--- config.mk ---
export PLATFORM = sky130hd
export DESIGN_NAME = ddr_test_top
export DESIGN_NICKNAME = d
export VERILOG_FILES = /design/src/logic/ddr_test_pkg.sv /design/src/logic/rd_beat_if.sv /design/src/logic/ddr_test_top.sv /design/src/logic/readback_checker.sv /design/src/logic/axi_rd_engine.sv /design/src/logic/axi_wr_engine.sv
export SDC_FILE = /design/constraint.sdc
export NUM_CORES = 1
export LEC_CHECK = 0
export BUFFER_PORTS_ARGS = -buffer_cell sky130_fd_sc_hd__buf_2
export CAP_MARGIN = 20
export CORE_MARGIN = 3
export CORE_UTILIZATION = 25
export DETAILED_ROUTE_END_ITERATION = 6
export HOLD_SLACK_MARGIN = 0.1
export PLACE_DENSITY = 0.51
export SLEW_MARGIN = 20
export SYNTH_ARGS = -nofsm -noshare
export SYNTH_HDL_FRONTEND = slang
export SYNTH_SLANG_ARGS = --single-unit
--- constraint.sdc ---
create_clock -name clk -period 3.92 [get_ports clk]
set_clock_uncertainty 0.05 [all_clocks]
set_input_delay 0.392 -clock clk [delete_from_list [all_inputs] [get_ports clk]]
set_output_delay 0.392 -clock clk [all_outputs]
set_load 0.01 [all_outputs]
--- src/logic/ddr_test_pkg.sv ---
package ddr_test_pkg;

    typedef logic [31:0] axi_addr_t;
    typedef logic [1:0]  axi_resp_t;
    typedef logic [15:0] word_idx_t;

    // the two engines share one package, so their state names carry a prefix.
    typedef enum logic [1:0] {
        WR_IDLE,
        WR_ISSUE,
        WR_WAIT_RESP,
        WR_DONE
    } wr_state_t;

    typedef enum logic [1:0] {
        RD_IDLE,
        RD_ISSUE,
        RD_DRAIN,
        RD_DONE
    } rd_state_t;

    localparam axi_resp_t RESP_OKAY = 2'b00;
    localparam logic [31:0] PATTERN_KEY = 32'h5A3C_96E1;

    // widest data bus the pattern generator can fill.
    localparam int MAX_DATA_WIDTH = 1024;

    // each 32-bit lane holds the word index on top and the lane number below.
    function automatic logic [MAX_DATA_WIDTH-1:0] pattern_word(
        input word_idx_t   idx,
        input int unsigned width
    );
        logic [MAX_DATA_WIDTH-1:0] word;
        int j;
        word = '0;
        for (j = 0; j < MAX_DATA_WIDTH / 32; j++) begin
            if (j < int'(width / 32)) begin
                word[j*32 +: 32] = {idx, 16'(j)} ^ PATTERN_KEY;
            end
        end
        return word;
    endfunction

endpackage
--- src/logic/rd_beat_if.sv ---
interface rd_beat_if #(
    parameter int DATA_WIDTH = 128
);
    import ddr_test_pkg::*;

    logic                  beat_valid;
    logic [DATA_WIDTH-1:0] data;
    word_idx_t             idx;
    axi_resp_t             resp;
    logic                  last;

    modport src (
        output beat_valid, data, idx, resp, last
    );

    modport snk (
        input beat_valid, data, idx, resp, last
    );

endinterface

--- src/logic/ddr_test_top.sv ---
module ddr_test_top #(
    parameter int                      DATA_WIDTH = 128,
    parameter int                      NUM_WORDS  = 8,
    parameter ddr_test_pkg::axi_addr_t BASE_ADDR  = 32'h4000_0000
) (
    input  logic                    clk,
    input  logic                    rstn,
    input  logic                    ddr_ready,

    output ddr_test_pkg::axi_addr_t awaddr,
    output logic                    awvalid,
    input  logic                    awready,
    output logic [DATA_WIDTH-1:0]   wdata,
    output logic                    wvalid,
    input  logic                    wready,
    input  logic                    bvalid,
    input  ddr_test_pkg::axi_resp_t bresp,

    output ddr_test_pkg::axi_addr_t araddr,
    output logic                    arvalid,
    input  logic                    arready,
    input  logic [DATA_WIDTH-1:0]   rdata,
    input  logic                    rvalid,
    input  ddr_test_pkg::axi_resp_t rresp,

    output logic                    test_done,
    output logic                    test_pass,
    output ddr_test_pkg::word_idx_t mismatch_count,
    output ddr_test_pkg::word_idx_t resp_err_count
);
    import ddr_test_pkg::*;

    logic      wr_done;
    word_idx_t wr_err_count;

    rd_beat_if #(.DATA_WIDTH(DATA_WIDTH)) beats ();

    axi_wr_engine #(
        .DATA_WIDTH (DATA_WIDTH),
        .NUM_WORDS  (NUM_WORDS),
        .BASE_ADDR  (BASE_ADDR)
    ) u_wr_engine (
        .clk          (clk),
        .rstn         (rstn),
        .ddr_ready    (ddr_ready),
        .awaddr       (awaddr),
        .awvalid      (awvalid),
        .awready      (awready),
        .wdata        (wdata),
        .wvalid       (wvalid),
        .wready       (wready),
        .bvalid       (bvalid),
        .bresp        (bresp),
        .wr_done      (wr_done),
        .wr_err_count (wr_err_count)
    );

    axi_rd_engine #(
        .DATA_WIDTH (DATA_WIDTH),
        .NUM_WORDS  (NUM_WORDS),
        .BASE_ADDR  (BASE_ADDR)
    ) u_rd_engine (
        .clk       (clk),
        .rstn      (rstn),
        .ddr_ready (ddr_ready),
        .wr_done   (wr_done),
        .araddr    (araddr),
        .arvalid   (arvalid),
        .arready   (arready),
        .rdata     (rdata),
        .rvalid    (rvalid),
        .rresp     (rresp),
        .beats     (beats.src)
    );

    readback_checker #(
        .DATA_WIDTH (DATA_WIDTH)
    ) u_checker (
        .clk            (clk),
        .rstn           (rstn),
        .beats          (beats.snk),
        .wr_done        (wr_done),
        .wr_err_count   (wr_err_count),
        .test_done      (test_done),
        .test_pass      (test_pass),
        .mismatch_count (mismatch_count),
        .resp_err_count (resp_err_count)
    );

endmodule

--- src/logic/readback_checker.sv ---
module readback_checker #(
    parameter int DATA_WIDTH = 128
) (
    input  logic                    clk,
    input  logic                    rstn,
    rd_beat_if.snk                  beats,
    input  logic                    wr_done,
    input  ddr_test_pkg::word_idx_t wr_err_count,
    output logic                    test_done,
    output logic                    test_pass,
    output ddr_test_pkg::word_idx_t mismatch_count,
    output ddr_test_pkg::word_idx_t resp_err_count
);
    import ddr_test_pkg::*;

    logic [MAX_DATA_WIDTH-1:0] expected;
    logic                      data_bad;
    logic                      resp_bad;
    logic                      finish;
    word_idx_t                 mis_next;
    word_idx_t                 err_next;

    assign expected = pattern_word(beats.idx, DATA_WIDTH);
    assign data_bad = beats.beat_valid && (beats.data != expected[DATA_WIDTH-1:0]);
    assign resp_bad = beats.beat_valid && (beats.resp != RESP_OKAY);
    assign finish   = beats.beat_valid && beats.last && wr_done;

    always_comb begin
        mis_next = mismatch_count + word_idx_t'(data_bad);
        err_next = resp_err_count + word_idx_t'(resp_bad);
        // write errors are folded in together with the last read beat.
        if (finish) begin
            err_next = err_next + wr_err_count;
        end
    end

    always_ff @(posedge clk) begin
        if (!rstn) begin
            mismatch_count <= '0;
            resp_err_count <= '0;
            test_done      <= 1'b0;
            test_pass      <= 1'b0;
        end else if (!test_done) begin
            mismatch_count <= mis_next;
            resp_err_count <= err_next;
            if (finish) begin
                test_done <= 1'b1;
                test_pass <= (mis_next == '0) && (err_next == '0);
            end
        end
    end

    // the verdict is final, so the read side must be quiet by then.
    a_no_late_beat: assert property (@(posedge clk) disable iff (!rstn)
        test_done |-> !beats.beat_valid);

endmodule

--- src/logic/axi_rd_engine.sv ---
module axi_rd_engine #(
    parameter int                      DATA_WIDTH = 128,
    parameter int                      NUM_WORDS  = 8,
    parameter ddr_test_pkg::axi_addr_t BASE_ADDR  = 32'h4000_0000
) (
    input  logic                    clk,
    input  logic                    rstn,
    input  logic                    ddr_ready,
    input  logic                    wr_done,
    output ddr_test_pkg::axi_addr_t araddr,
    output logic                    arvalid,
    input  logic                    arready,
    input  logic [DATA_WIDTH-1:0]   rdata,
    input  logic                    rvalid,
    input  ddr_test_pkg::axi_resp_t rresp,
    rd_beat_if.src                  beats
);
    import ddr_test_pkg::*;

    localparam axi_addr_t WORD_BYTES = axi_addr_t'(DATA_WIDTH / 8);
    localparam word_idx_t LAST_IDX   = word_idx_t'(NUM_WORDS - 1);
    localparam word_idx_t ALL_BEATS  = word_idx_t'(NUM_WORDS);

    rd_state_t state;
    word_idx_t ar_cnt;
    word_idx_t rx_cnt;
    logic      ar_fire;

    assign ar_fire = arvalid && arready;
    // ar_cnt counts accepted addresses, so it is also the index on offer.
    assign araddr  = BASE_ADDR + axi_addr_t'(ar_cnt) * WORD_BYTES;

    always_ff @(posedge clk) begin
        if (!rstn) begin
            state   <= RD_IDLE;
            arvalid <= 1'b0;
            ar_cnt  <= '0;
        end else begin
            case (state)
                RD_IDLE: begin
                    if (wr_done && ddr_ready) begin
                        arvalid <= 1'b1;
                        state   <= RD_ISSUE;
                    end
                end
                RD_ISSUE: begin
                    if (ar_fire) begin
                        ar_cnt <= ar_cnt + 1'b1;
                        if (ar_cnt == LAST_IDX) begin
                            arvalid <= 1'b0;
                            state   <= RD_DRAIN;
                        end
                    end
                end
                RD_DRAIN: begin
                    if (rx_cnt == ALL_BEATS) begin
                        state <= RD_DONE;
                    end
                end
                default: begin
                    arvalid <= 1'b0;
                end
            endcase
        end
    end

    always_ff @(posedge clk) begin
        if (!rstn) begin
            beats.beat_valid <= 1'b0;
            rx_cnt           <= '0;
        end else begin
            beats.beat_valid <= rvalid;
            if (rvalid) begin
                rx_cnt <= rx_cnt + 1'b1;
            end
        end
    end

    // beats come back in address order, so arrival order gives the index.
    always_ff @(posedge clk) begin
        if (rvalid) begin
            beats.data <= rdata;
            beats.resp <= rresp;
            beats.idx  <= rx_cnt;
            beats.last <= (rx_cnt == LAST_IDX);
        end
    end

    a_no_extra_beat: assert property (@(posedge clk) disable iff (!rstn)
        rvalid |-> rx_cnt < ar_cnt);

    a_ar_hold: assert property (@(posedge clk) disable iff (!rstn)
        arvalid && !arready |=> arvalid && $stable(araddr));

endmodule

--- src/logic/axi_wr_engine.sv ---
module axi_wr_engine #(
    parameter int                      DATA_WIDTH = 128,
    parameter int                      NUM_WORDS  = 8,
    parameter ddr_test_pkg::axi_addr_t BASE_ADDR  = 32'h4000_0000
) (
    input  logic                    clk,
    input  logic                    rstn,
    input  logic                    ddr_ready,
    output ddr_test_pkg::axi_addr_t awaddr,
    output logic                    awvalid,
    input  logic                    awready,
    output logic [DATA_WIDTH-1:0]   wdata,
    output logic                    wvalid,
    input  logic                    wready,
    input  logic                    bvalid,
    input  ddr_test_pkg::axi_resp_t bresp,
    output logic                    wr_done,
    output ddr_test_pkg::word_idx_t wr_err_count
);
    import ddr_test_pkg::*;

    localparam axi_addr_t WORD_BYTES = axi_addr_t'(DATA_WIDTH / 8);
    localparam word_idx_t LAST_IDX   = word_idx_t'(NUM_WORDS - 1);

    wr_state_t                 state;
    word_idx_t                 idx;
    logic                      aw_ok;
    logic                      w_ok;
    logic                      aw_fire;
    logic                      w_fire;
    logic [MAX_DATA_WIDTH-1:0] pattern;

    assign aw_fire = awvalid && awready;
    assign w_fire  = wvalid && wready;
    assign pattern = pattern_word(idx, DATA_WIDTH);
    assign awaddr  = BASE_ADDR + axi_addr_t'(idx) * WORD_BYTES;
    assign wdata   = pattern[DATA_WIDTH-1:0];

    always_ff @(posedge clk) begin
        if (!rstn) begin
            state        <= WR_IDLE;
            idx          <= '0;
            awvalid      <= 1'b0;
            wvalid       <= 1'b0;
            aw_ok        <= 1'b0;
            w_ok         <= 1'b0;
            wr_done      <= 1'b0;
            wr_err_count <= '0;
        end else begin
            case (state)
                WR_IDLE: begin
                    if (ddr_ready) begin
                        state <= WR_ISSUE;
                    end
                end
                WR_ISSUE: begin
                    if (!awvalid && !wvalid && !aw_ok && !w_ok) begin
                        // only reached once, for word 0 right after IDLE.
                        awvalid <= 1'b1;
                        wvalid  <= 1'b1;
                    end else begin
                        // the slave may take address and data in either order.
                        if (aw_fire) begin
                            awvalid <= 1'b0;
                            aw_ok   <= 1'b1;
                        end
                        if (w_fire) begin
                            wvalid <= 1'b0;
                            w_ok   <= 1'b1;
                        end
                        if ((aw_ok || aw_fire) && (w_ok || w_fire)) begin
                            aw_ok <= 1'b0;
                            w_ok  <= 1'b0;
                            state <= WR_WAIT_RESP;
                        end
                    end
                end
                WR_WAIT_RESP: begin
                    if (bvalid) begin
                        if (bresp != RESP_OKAY) begin
                            wr_err_count <= wr_err_count + 1'b1;
                        end
                        if (idx == LAST_IDX) begin
                            wr_done <= 1'b1;
                            state   <= WR_DONE;
                        end else begin
                            idx     <= idx + 1'b1;
                            awvalid <= 1'b1;
                            wvalid  <= 1'b1;
                            state   <= WR_ISSUE;
                        end
                    end
                end
                default: begin
                    wr_done <= 1'b1;
                end
            endcase
        end
    end

    a_aw_hold: assert property (@(posedge clk) disable iff (!rstn)
        awvalid && !awready |=> awvalid && $stable(awaddr));

    a_w_hold: assert property (@(posedge clk) disable iff (!rstn)
        wvalid && !wready |=> wvalid && $stable(wdata));

    // a response with no write outstanding means the slave lost track.
    a_b_in_wait: assert property (@(posedge clk) disable iff (!rstn)
        bvalid |-> state == WR_WAIT_RESP);

endmodule

### Word level (Yosys, flattened, before mapping)

Index checks and enable logic that the tools add are counted.

* output and inout port bits: 229
* register bits: 256
* input bits: 140

* add/sub/neg operators: 9
* bitwise gates (word level): 9
* equal/unequal tests: 21
* multiplexer cells: 33
* reductions and logical operators: 43

Operators by type and width (number)
* inequality test 128 bit: 1
* adder 16 x 1 -> 16 bit (second input constant): 4
* adder 31 x 20 -> 32 bit (first input constant): 2
* NOT 16 bit: 4
* equality test 16 x 3 -> 1 bit (second input constant): 3
* adder 16 x 1 -> 16 bit: 2
* logical NOT 16 bit: 2
* 2-to-1 mux 2 bit: 9
* 2-to-1 mux 1 bit: 17
* adder 16 bit: 1
* equality test 16 x 4 -> 1 bit (second input constant): 1
* 2-to-1 mux 16 bit: 1
* AND reduction 3 bit: 5
* logical AND 1 bit: 13
* inequality test 2 x 1 -> 1 bit (second input constant): 6
* case mux 2 bit (3 select lines): 2
* AND reduction 4 bit: 3
* AND reduction 5 bit: 2
* nonzero test 2 bit: 5
* inequality test 2 bit (second input constant): 4
* inequality test 3 x 1 -> 1 bit (second input constant): 2
* case mux 1 bit (2 select lines): 3
* nonzero test 3 bit: 2
* NOT 1 bit: 5
* other kinds (8): 16

### Logic depth before layout (Yosys ltp)

Gate-level depths: netlist of the first run.

* depth after elaboration: 7
* mapped depth: 17
* gate-level depth less buffers: 17

### Cells and area by module

From an unflattened synthesis of the first run, not the netlist that was laid out.

* cells, all modules: 1213
* area total of the unflattened synthesis: 12953.7 µm²

By module, submodules not included
* axi_rd_engine: area an instance 6339.8 µm², instances 1, cells each 359
* readback_checker: area an instance 3514.6 µm², instances 1, cells each 470
* axi_wr_engine: area an instance 3099.2 µm², instances 1, cells each 384

### Worst setup path before layout of the first run

OpenSTA, ideal clock, no wires.

* kind: register -> register
* from: register u_rd_engine.beats.idx[15]
* to: register u_checker.test_pass
* path buffers: 0
* setup slack: 0.254 ns
* stages on the path, launching flop included: 15
* arrival: 3.547 ns
* path through: edfxtp_1 -> or3_1 -> a2111oi_0 -> nand4_1 -> nor4_1 -> a21boi_1 -> ha_1 -> ha_1 -> or3_1 -> nand2_1 -> a31oi_1 -> or4_1 -> a2111oi_2 -> nand4_1 -> o21ai_1

* cells in the longest elaborated chain, start to end: 5

Ends and longest elaborated chain
* start, declared: line rd_beat_if.sv:13 `output beat_valid, data, idx, resp, last`
* start signal, assigned: line axi_rd_engine.sv:84 `beats.idx <= rx_cnt;`
* inequality test 128 bit: line readback_checker.sv:24 `assign data_bad = beats.beat_valid && (beats.data != expected[DATA_WIDTH-1:0]);`
* logical AND 1 bit: line readback_checker.sv:24
* adder 16 x 1 -> 16 bit: line readback_checker.sv:29 `mis_next = mismatch_count + word_idx_t'(data_bad);`
* logical NOT 16 bit: line readback_checker.sv:48 `test_pass <= (mis_next == '0) && (err_next == '0);`
* logical AND 1 bit: line readback_checker.sv:48
* end signal, assigned: line readback_checker.sv:48
* end, declared: line readback_checker.sv:10 `output logic test_pass,`

No other way between the ends.
A chain may end at the register's enable or synchronous reset.

### Worst setup path in the final report of the first run

Ends and elaborated chain as after synthesis.

==> reports/metrics.cfg, run 1 <==
[place]
placedCellCount=2096
gp_congestion=0.8022
io_buffers=272
dpl-instance-area_um2=14420
hpwlAfterDp_um=23280

[worst_hold_path]
min_from=arready
holdPathStages=4
holdPathEnd=u_rd_engine.ar_cnt[2]
hp-class=in -> reg

[detailed_routing]
drt_pass1_iterations=6
via_count=9605
via_per_inst=4.200
ant_nets=0
drc=0
drt_iter0_markers=437
wire_per_inst_um=14.45
routed_wirelength_um=33040

[clocking]
clk_path_buf_depth=3
cts_max_level=1
cts_buffers=30
clk_pin_slew_ns=0.06
cts_root_buffer=clkbuf_16
cts_tree=done
cts_sinks=256
clk_latency_ns=0.59

[pwr]
pwr-share-clk=0.410
p_sw_frac=0.2537
power_switching_mw=1.631
peakVddDrop_mv=0.3216
power_leakage_nw=7.038
power_frac_comb=0.105
p_per_area_nw_per_um2=380.9
internal-power_mw=4.798
p_total_mw=6.429
p_seq_frac=0.485

[die]
die-area_um2=53710
core_area_um2=50270
die_w_um=231.8
start_util=0.2534
die_h_um=231.8
rows=82
ios=369

[synth]
postSynthAreaPerCell_um2=10.75
synthDistinctLibCells=71
synth_area_um2=12740
ys_seq_area_frac=0.5177
async_reset_ff_frac=0
synth.ff_latch_count=256
synth_enable_flop_cells=147
synth_top_flop_cell=edfxtp_1
syn_inst=1185
yosys_warnings=0

[layout]
n_antenna_cell=0
nNetsFinal=1765
fillerInstances=5078
final_cell_area_um2=16880
drive_gt1_frac=0.2526
area_growth_syn_to_layout_pct=32.47
finalNonFillerCells=2287

[flow_run]
maxCapViolCount=0

[worst_setup_path]
worst_r2r_path_depth=14
path_buf_inv=0
slowest_delay_ns=0.57
crit_path_end_kind=flip-flop
r2r_start=u_rd_engine.beats.idx[15]
reg2reg_to=u_checker.test_pass
cp_cell_sequence=or3_1 > a2111oi_2 > nand4_1 > nor4_2 > a21boi_2 > ha_2 > ha_4 > or3_1 > nand2_1 > a31oi_1 > or4_4 > a2111oi_4 > nand4_1 > o21ai_1
worstSetupPathType=reg -> reg
startpoint_type=flip-flop
reg2reg_slack_ns=-0.008
crit_required_ns=4.38
cpLargestDelayFamily=simple AND/OR/NAND/NOR gates
worst-path-max-fanout=2
cp_slowest_cell=or4_4
worstPathArrival_ns=4.39

[grt]
grt_usage=0.1164
grt_start_max_net_pins=153
grt_pass1_wl_um=50660
antenna_found_initial=0
grt_overflow=0
grt_pass1_vias=9359

[sta]
max-slew-margin-rel=0.3365
setup_viol=1
period_share=1.002
drv_slew=0
hold_ws_ns=0.2496
fmax_ghz=0.2546
rsz0062_at_grt=true
worst_pin_slew_ns=0.9953
period_needed_ns=3.928
hold_viol_final=0
setup_ws_ns=-0.008068

[outcome]
violations=setup timing
status=complete, but fails checks

## layout make-up
cell class                      count  area [um^2]  area share
Clock inverter                     18        136.4    0.008081
Sequential cell                   256         6596      0.3908
Inverter                           28        105.1    0.006227
Timing Repair Buffer              459         3122      0.1850
Multi-Input combinational cell    816         5276      0.3126
Clock buffer                       38        800.8     0.04745
Tap cell                          672        840.8     0.04982
## registers in the layout, summed over array words and instances (netlist names)
signal / flops
u_rd_engine.ar_cnt: 16
u_rd_engine.state: 2
u_rd_engine.beats.data: 128
u_rd_engine.rx_cnt: 16
u_checker.test_done: 1
u_checker.resp_err_count: 16
u_wr_engine.awvalid: 1
u_rd_engine.arvalid: 1
u_wr_engine.idx: 16
u_wr_engine.wvalid: 1
u_rd_engine.beats.last: 1
u_wr_engine.wr_done: 1
u_rd_engine.beats.beat_valid: 1
u_wr_engine.state: 2
u_wr_engine.w_ok: 1
u_rd_engine.beats.idx: 16
u_checker.test_pass: 1
u_rd_engine.beats.resp: 2
u_wr_engine.aw_ok: 1
u_checker.mismatch_count: 16
u_wr_engine.wr_err_count: 16
## worst max path at each step
| stage | startpoint | end | slack, ns | depth (start not counted) |
|---|---|---|---|---|
| 6_report | u_rd_engine.beats.idx[15] | u_checker.test_pass | -0.008 | 14 |
| 5_1_grt | u_rd_engine.beats.idx[0] | u_checker.test_pass | -0.28 | 16 |
| 4_1_cts | u_rd_engine.beats.data[125] | u_checker.test_pass | -0.09 | 15 |
| 3_5_place_dp | u_rd_engine.beats.data[81] | u_checker.test_pass | -0.35 | 16 |
| 3_3_place_gp | u_rd_engine.beats.data[29] | u_checker.test_pass | -0.24 | 14 |
| 2_1_floorplan | u_rd_engine.beats.idx[15] | u_checker.test_pass | 0.25 | 14 |
## Yosys cell counts (all sizes together) (4+ instances only)
cell type	number	area (um^2)
edfxtp	147	4414
o211a	7	70.07
or3	24	150.1
nor2	54	202.7
a2111oi	4	42.54
nand3	47	235.2
and3	24	150.1
inv	28	105.1
nand2b	5	31.28
buf	159	1189
a21o	7	52.55
clkbuf	20	92.58
xnor2	81	709.4
dfxtp	109	2182
ha	33	412.9
a21oi	32	160.2
and2	72	450.4
nand2	81	304.0
mux2i	13	130.1
nor3	21	105.1
nor2b	12	75.07
nor4b	5	43.79
a211oi	4	35.03
nor4bb	7	70.07
nand4	30	193.9
and4	6	52.55
a21boi	18	135.1
a31oi	10	62.56
nor4	21	131.4
o21ai	40	200.2
xor2	22	192.7
## worst register-to-register path: stages (launching register included)
cell and delay [ns]:
edfxtp_1 0.38, or3_1 0.39, a2111oi_2 0.37, nand4_1 0.20
nor4_2 0.34, a21boi_2 0.16, ha_2 0.24, ha_4 0.16
or3_1 0.30, nand2_1 0.08, a31oi_1 0.08, or4_4 0.57
a2111oi_4 0.29, nand4_1 0.12, o21ai_1 0.13
## logic make-up after synthesis
kind of cell,after synthesis,share of synthesized area
and+or+nand+nor,424,0.1823
DFF,256,0.5177
buffers and inverters,207,0.1088
AOI/OAI and AO/OA,145,0.07473
xor gates and xnor gates,103,0.07080
adders and majority gates,34,0.03398
muxes,14,0.01110
other,2,0.0005894
## layer usage
metal  up-vias  wire (um)  GRT usage
met5         -          0          0
met4         0        612    0.02595
met3        36       1968    0.02441
met2       249      16190     0.2065
met1      4534      14270     0.1450
li1       4786          -          -
## placed cells by master, fill, tap and decap left out, types with 9 or more instances in the layout
cell           instances
mux2i_1               13
nand4_1               29
a31oi_1                9
edfxtp_1             147
buf_4                 52
inv_1                 27
nor3_1                20
a21boi_1              10
nand2_1               81
a21oi_1               32
xor2_1                20
o21ai_0               33
dfxtp_1              109
xnor2_1               81
buf_2                271
dlygate4sd3_1        132
and2_1                72
nor4_1                15
or3_1                 24
clkbuf_16             30
nor2_1                54
nand3_1               45
nor2b_1               12
and3_1                23
ha_1                  31
conb_1                96
## power by group through the flow
| stage | registers [mW] | logic (mW) | clock network [mW] |
|---|---|---|---|
| 6_report | 3.12 | 0.675 | 2.64 |
| 2_1_floorplan | 3.15 | 0.392 | 0 |
| 3_3_place_gp | 3.16 | 0.546 | 0 |
| 3_5_place_dp | 3.17 | 0.557 | 0 |
| 4_1_cts | 3.12 | 0.674 | 2.75 |
| 5_1_grt | 3.14 | 0.758 | 2.85 |
## timing repair
item                                    in CTS  in global routing
endpoints found under the hold margin      132                  0
endpoints found under the setup margin       1                  4
pin swaps                                   12                 18
setup buffers                                2                  2
cloned                                       0                  0
hold buffers                               132                  0
gates resized for setup                     15                 17
## through the flow
stage	util	setup TNS [ns]	setup slack [ns]
2_1_floorplan	-	0	0.2538
3_3_place_gp	0.2869	-0.2382	-0.2382
3_5_place_dp	0.2869	-0.3544	-0.3544
4_1_cts	0.3336	-0.08997	-0.08997
5_1_grt	0.3357	-0.2837	-0.2837
6_report	0.3357	-0.008068	-0.008068
(Power assumes the default switching activity.)
==> run 2, diff against run 1 <==
--- a/config.mk
+++ b/config.mk
@@ -7,7 +7,6 @@
 export LEC_CHECK = 0
 export BUFFER_PORTS_ARGS = -buffer_cell sky130_fd_sc_hd__buf_2
 export CAP_MARGIN = 20
-export CORE_MARGIN = 3
 export CORE_UTILIZATION = 25
 export DETAILED_ROUTE_END_ITERATION = 6
 export HOLD_SLACK_MARGIN = 0.1
==> run 2 against run 1 <==
  * The run now ends clean
  * Sequential share of layout area barely moved
  * Global-route usage is 0.45 points higher
  * Clock-buffer cell count is 4 higher
  * Critical path depth up 1
  * Routed wire length is 2.1% lower
  * Flip-flop and latch count unchanged
  * Power grew 6.4%
  * Hold slack got worse by 0.029 ns
  * Non-clock buffer count down 11
  * Final area is essentially flat
  * First-iteration DRC count rose by 5.7%
  * Cell count down 0.39%
  * Largest cell class unchanged
==> reports/metrics.cfg, run 2 (synthesized netlist as in run 1, its figures left out) <==
[die]
die_h_um=227.8  ; -1.7%
start_util=0.2540  ; +0.0005183
rows=82  ; unchanged
ios=369  ; unchanged
core_area_um2=50170  ; -0.20%
die_w_um=227.8  ; -1.7%
die-area_um2=51870  ; -3.4%

[clocking]
cts_root_buffer=clkbuf_16
cts_buffers=31  ; +3.3%
clk_path_buf_depth=3  ; unchanged
clk_latency_ns=0.59  ; about the same
post_cts_buffers=0  ; -2
cts_max_level=1  ; unchanged
cts_tree=done
cts_sinks=256  ; unchanged
clk_pin_slew_ns=0.06  ; about the same

[sta]
setup_viol=0  ; -1
hold_viol_final=0  ; unchanged
rsz0062_at_grt=true
fmax_ghz=0.2644  ; +3.9%
max-slew-margin-rel=0.3323  ; -0.004198
fin_tns_setup_ns=0  ; +0.008068 ns
setup_ws_ns=0.1377  ; +0.1458 ns
hold_ws_ns=0.2204  ; -0.02928 ns
period_share=0.9649  ; -0.03720
period_needed_ns=3.782  ; -0.1458 ns
drv_slew=0  ; unchanged
worst_pin_slew_ns=1.002  ; +0.006296 ns

[worst_setup_path]
slowest_delay_ns=0.53  ; -0.04 ns
worst_r2r_path_depth=15  ; +1
crit_path_end_kind=flip-flop
worstPathArrival_ns=4.25  ; -0.14 ns
path_buf_inv=1  ; +1
r2r_start=u_rd_engine.beats.idx[13]
cp_cell_sequence=or4_1 > a221oi_2 > nand4_1 > nor4_2 > a21boi_2 > ha_2 > ha_4 > buf_4 > xor2_2 > nor4_2 > nand3_1 > or4_4 > a2111oi_4 > nand4_1 > o21ai_1
reg2reg_slack_ns=0.14  ; +0.15 ns
worstSetupPathType=reg -> reg
crit_required_ns=4.39  ; about the same
reg2reg_to=u_checker.test_pass
worst-path-max-fanout=3  ; +1
cp_slowest_cell=or4_1
crit_cells=15  ; +1
cpLargestDelayFamily=simple AND/OR/NAND/NOR gates
startpoint_type=flip-flop

[grt]
grt_pass1_vias=9370  ; +0.12%
grt_start_max_net_pins=109  ; -29%
grt_overflow=0  ; unchanged
grt_usage=0.1209  ; +0.004509
antenna_found_initial=0  ; unchanged
grt_pass1_wl_um=51090  ; +0.84%

[layout]
nNetsFinal=1755  ; -0.57%
final_cell_area_um2=16880  ; about the same
top_register=u_rd_engine.beats.data
fin_util=0.3364  ; +0.0007120
area_growth_syn_to_layout_pct=32.48  ; about the same
register_area_um2=6596  ; unchanged
mostFrequentLayoutCell=buf_2
mostFrequentLayoutCells=buf_2, edfxtp_1, dlygate4sd3_1
finalNonFillerCells=2278  ; -0.39%
largest_reg_flops=128  ; unchanged
fillerInstances=5028  ; -0.98%
multiInputGateArea_um2=5233  ; -0.83%
drive_gt1_frac=0.2400  ; -0.01261

[place]
gp_congestion=0.7983  ; -0.49%
dpl-instance-area_um2=14340  ; -0.55%
io_buffers=272  ; unchanged
placedCellCount=2087  ; -0.43%
hpwlAfterDp_um=22790  ; -2.1%
pre_cts_ws_ns=-0.3120  ; +0.04240 ns

[pwr]
p_per_area_nw_per_um2=405.3  ; +6.4%
power_frac_comb=0.097  ; -0.008
p_sw_frac=0.2364  ; -0.01733
power_switching_mw=1.617  ; -0.85%
internal-power_mw=5.224  ; +8.9%
pwr-share-clk=0.447  ; +0.037
power_leakage_nw=7.038  ; about the same
peakVddDrop_mv=0.3486  ; +8.4%
p_total_mw=6.841  ; +6.4%
p_seq_frac=0.456  ; -0.029

[flow_run]
maxCapViolCount=0  ; unchanged

[worst_hold_path]
min_from=bvalid
hp-class=in -> reg
holdPathStages=4  ; unchanged
holdPathEnd=u_wr_engine.wr_done

[detailed_routing]
drt_iter0_markers=462  ; +5.7%
wire_per_inst_um=14.21  ; -1.7%
drt_pass1_iterations=4  ; -2
via_per_inst=4.213  ; +0.31%
via_count=9597  ; -0.083%
drc=0  ; unchanged
ant_nets=0  ; unchanged
routed_wirelength_um=32360  ; -2.1%

[outcome]
status=completed

## run 2: cell count changes in the layout (fill, tap and decap cells not counted), moves of 3 or more
cell,before,now
clkbuf_1,6,10
clkinvlp_4,4,1
buf_4,52,43
clkinv_2,6,3
bufinv_16,0,6
## run 2: area by class of cell
class | instances | share of cell area
inverter | 28 | 0.006227
antenna | 2 | 0.0002965
clock inverter | 14 | 0.01416
multi-input combinational | 816 | 0.3100
tap | 672 | 0.04981
timing repair buffer | 448 | 0.1790
sequential | 256 | 0.3908
clock buffer | 42 | 0.04967
## run 2: repair_timing
| action | CTS | global route |
|---|---|---|
| hold buffers | 133 | 0 |
| resized for setup | 13 | 9 |
| endpoints found under the setup margin | 1 | 3 |
| pin swaps | 11 | 1 |
| hold endpoints to repair | 152 | 0 |
## run 2: worst reg2reg max path, stage by stage (launching register included)
cell       delay [ns]
edfxtp_1         0.40
or4_1            0.53
a221oi_2         0.25
nand4_1          0.15
nor4_2           0.30
a21boi_2         0.16
ha_2             0.24
ha_4             0.16
buf_4            0.13
xor2_2           0.14
nor4_2           0.22
nand3_1          0.10
or4_4            0.44
a2111oi_4        0.20
nand4_1          0.12
o21ai_1          0.12
## run 2: how the worst max path moves through the flow
stage | slack [ns] | to | startpoint
final | 0.14 | u_checker.test_pass | u_rd_engine.beats.idx[13]
after global routing | -0.13 | u_checker.test_pass | u_rd_engine.beats.resp[1]
after CTS | 0.002 | u_checker.test_pass | u_rd_engine.beats.data[16]
after detailed placement | -0.31 | u_checker.test_pass | u_rd_engine.beats.data[81]
after global placement | -0.26 | u_checker.test_pass | u_rd_engine.beats.data[81]
after floorplan | 0.25 | u_checker.test_pass | u_rd_engine.beats.idx[15]
## run 2: metal layers
layer,GRT usage,routed length (um),vias to the layer above
met5,0,0,-
met4,0.03188,698,0
met3,0.02575,1605,41
met2,0.2067,15640,260
met1,0.1534,14420,4518
li1,-,-,4778
## run 2: power groups by stage
stage / clock network (mW) / registers (mW) / logic (mW)
3_5_place_dp: 0 / 3.17 / 0.551
5_1_grt: 3.25 / 3.14 / 0.747
2_1_floorplan: 0 / 3.15 / 0.392
3_3_place_gp: 0 / 3.17 / 0.539
6_report: 3.06 / 3.12 / 0.663
4_1_cts: 3.17 / 3.12 / 0.669
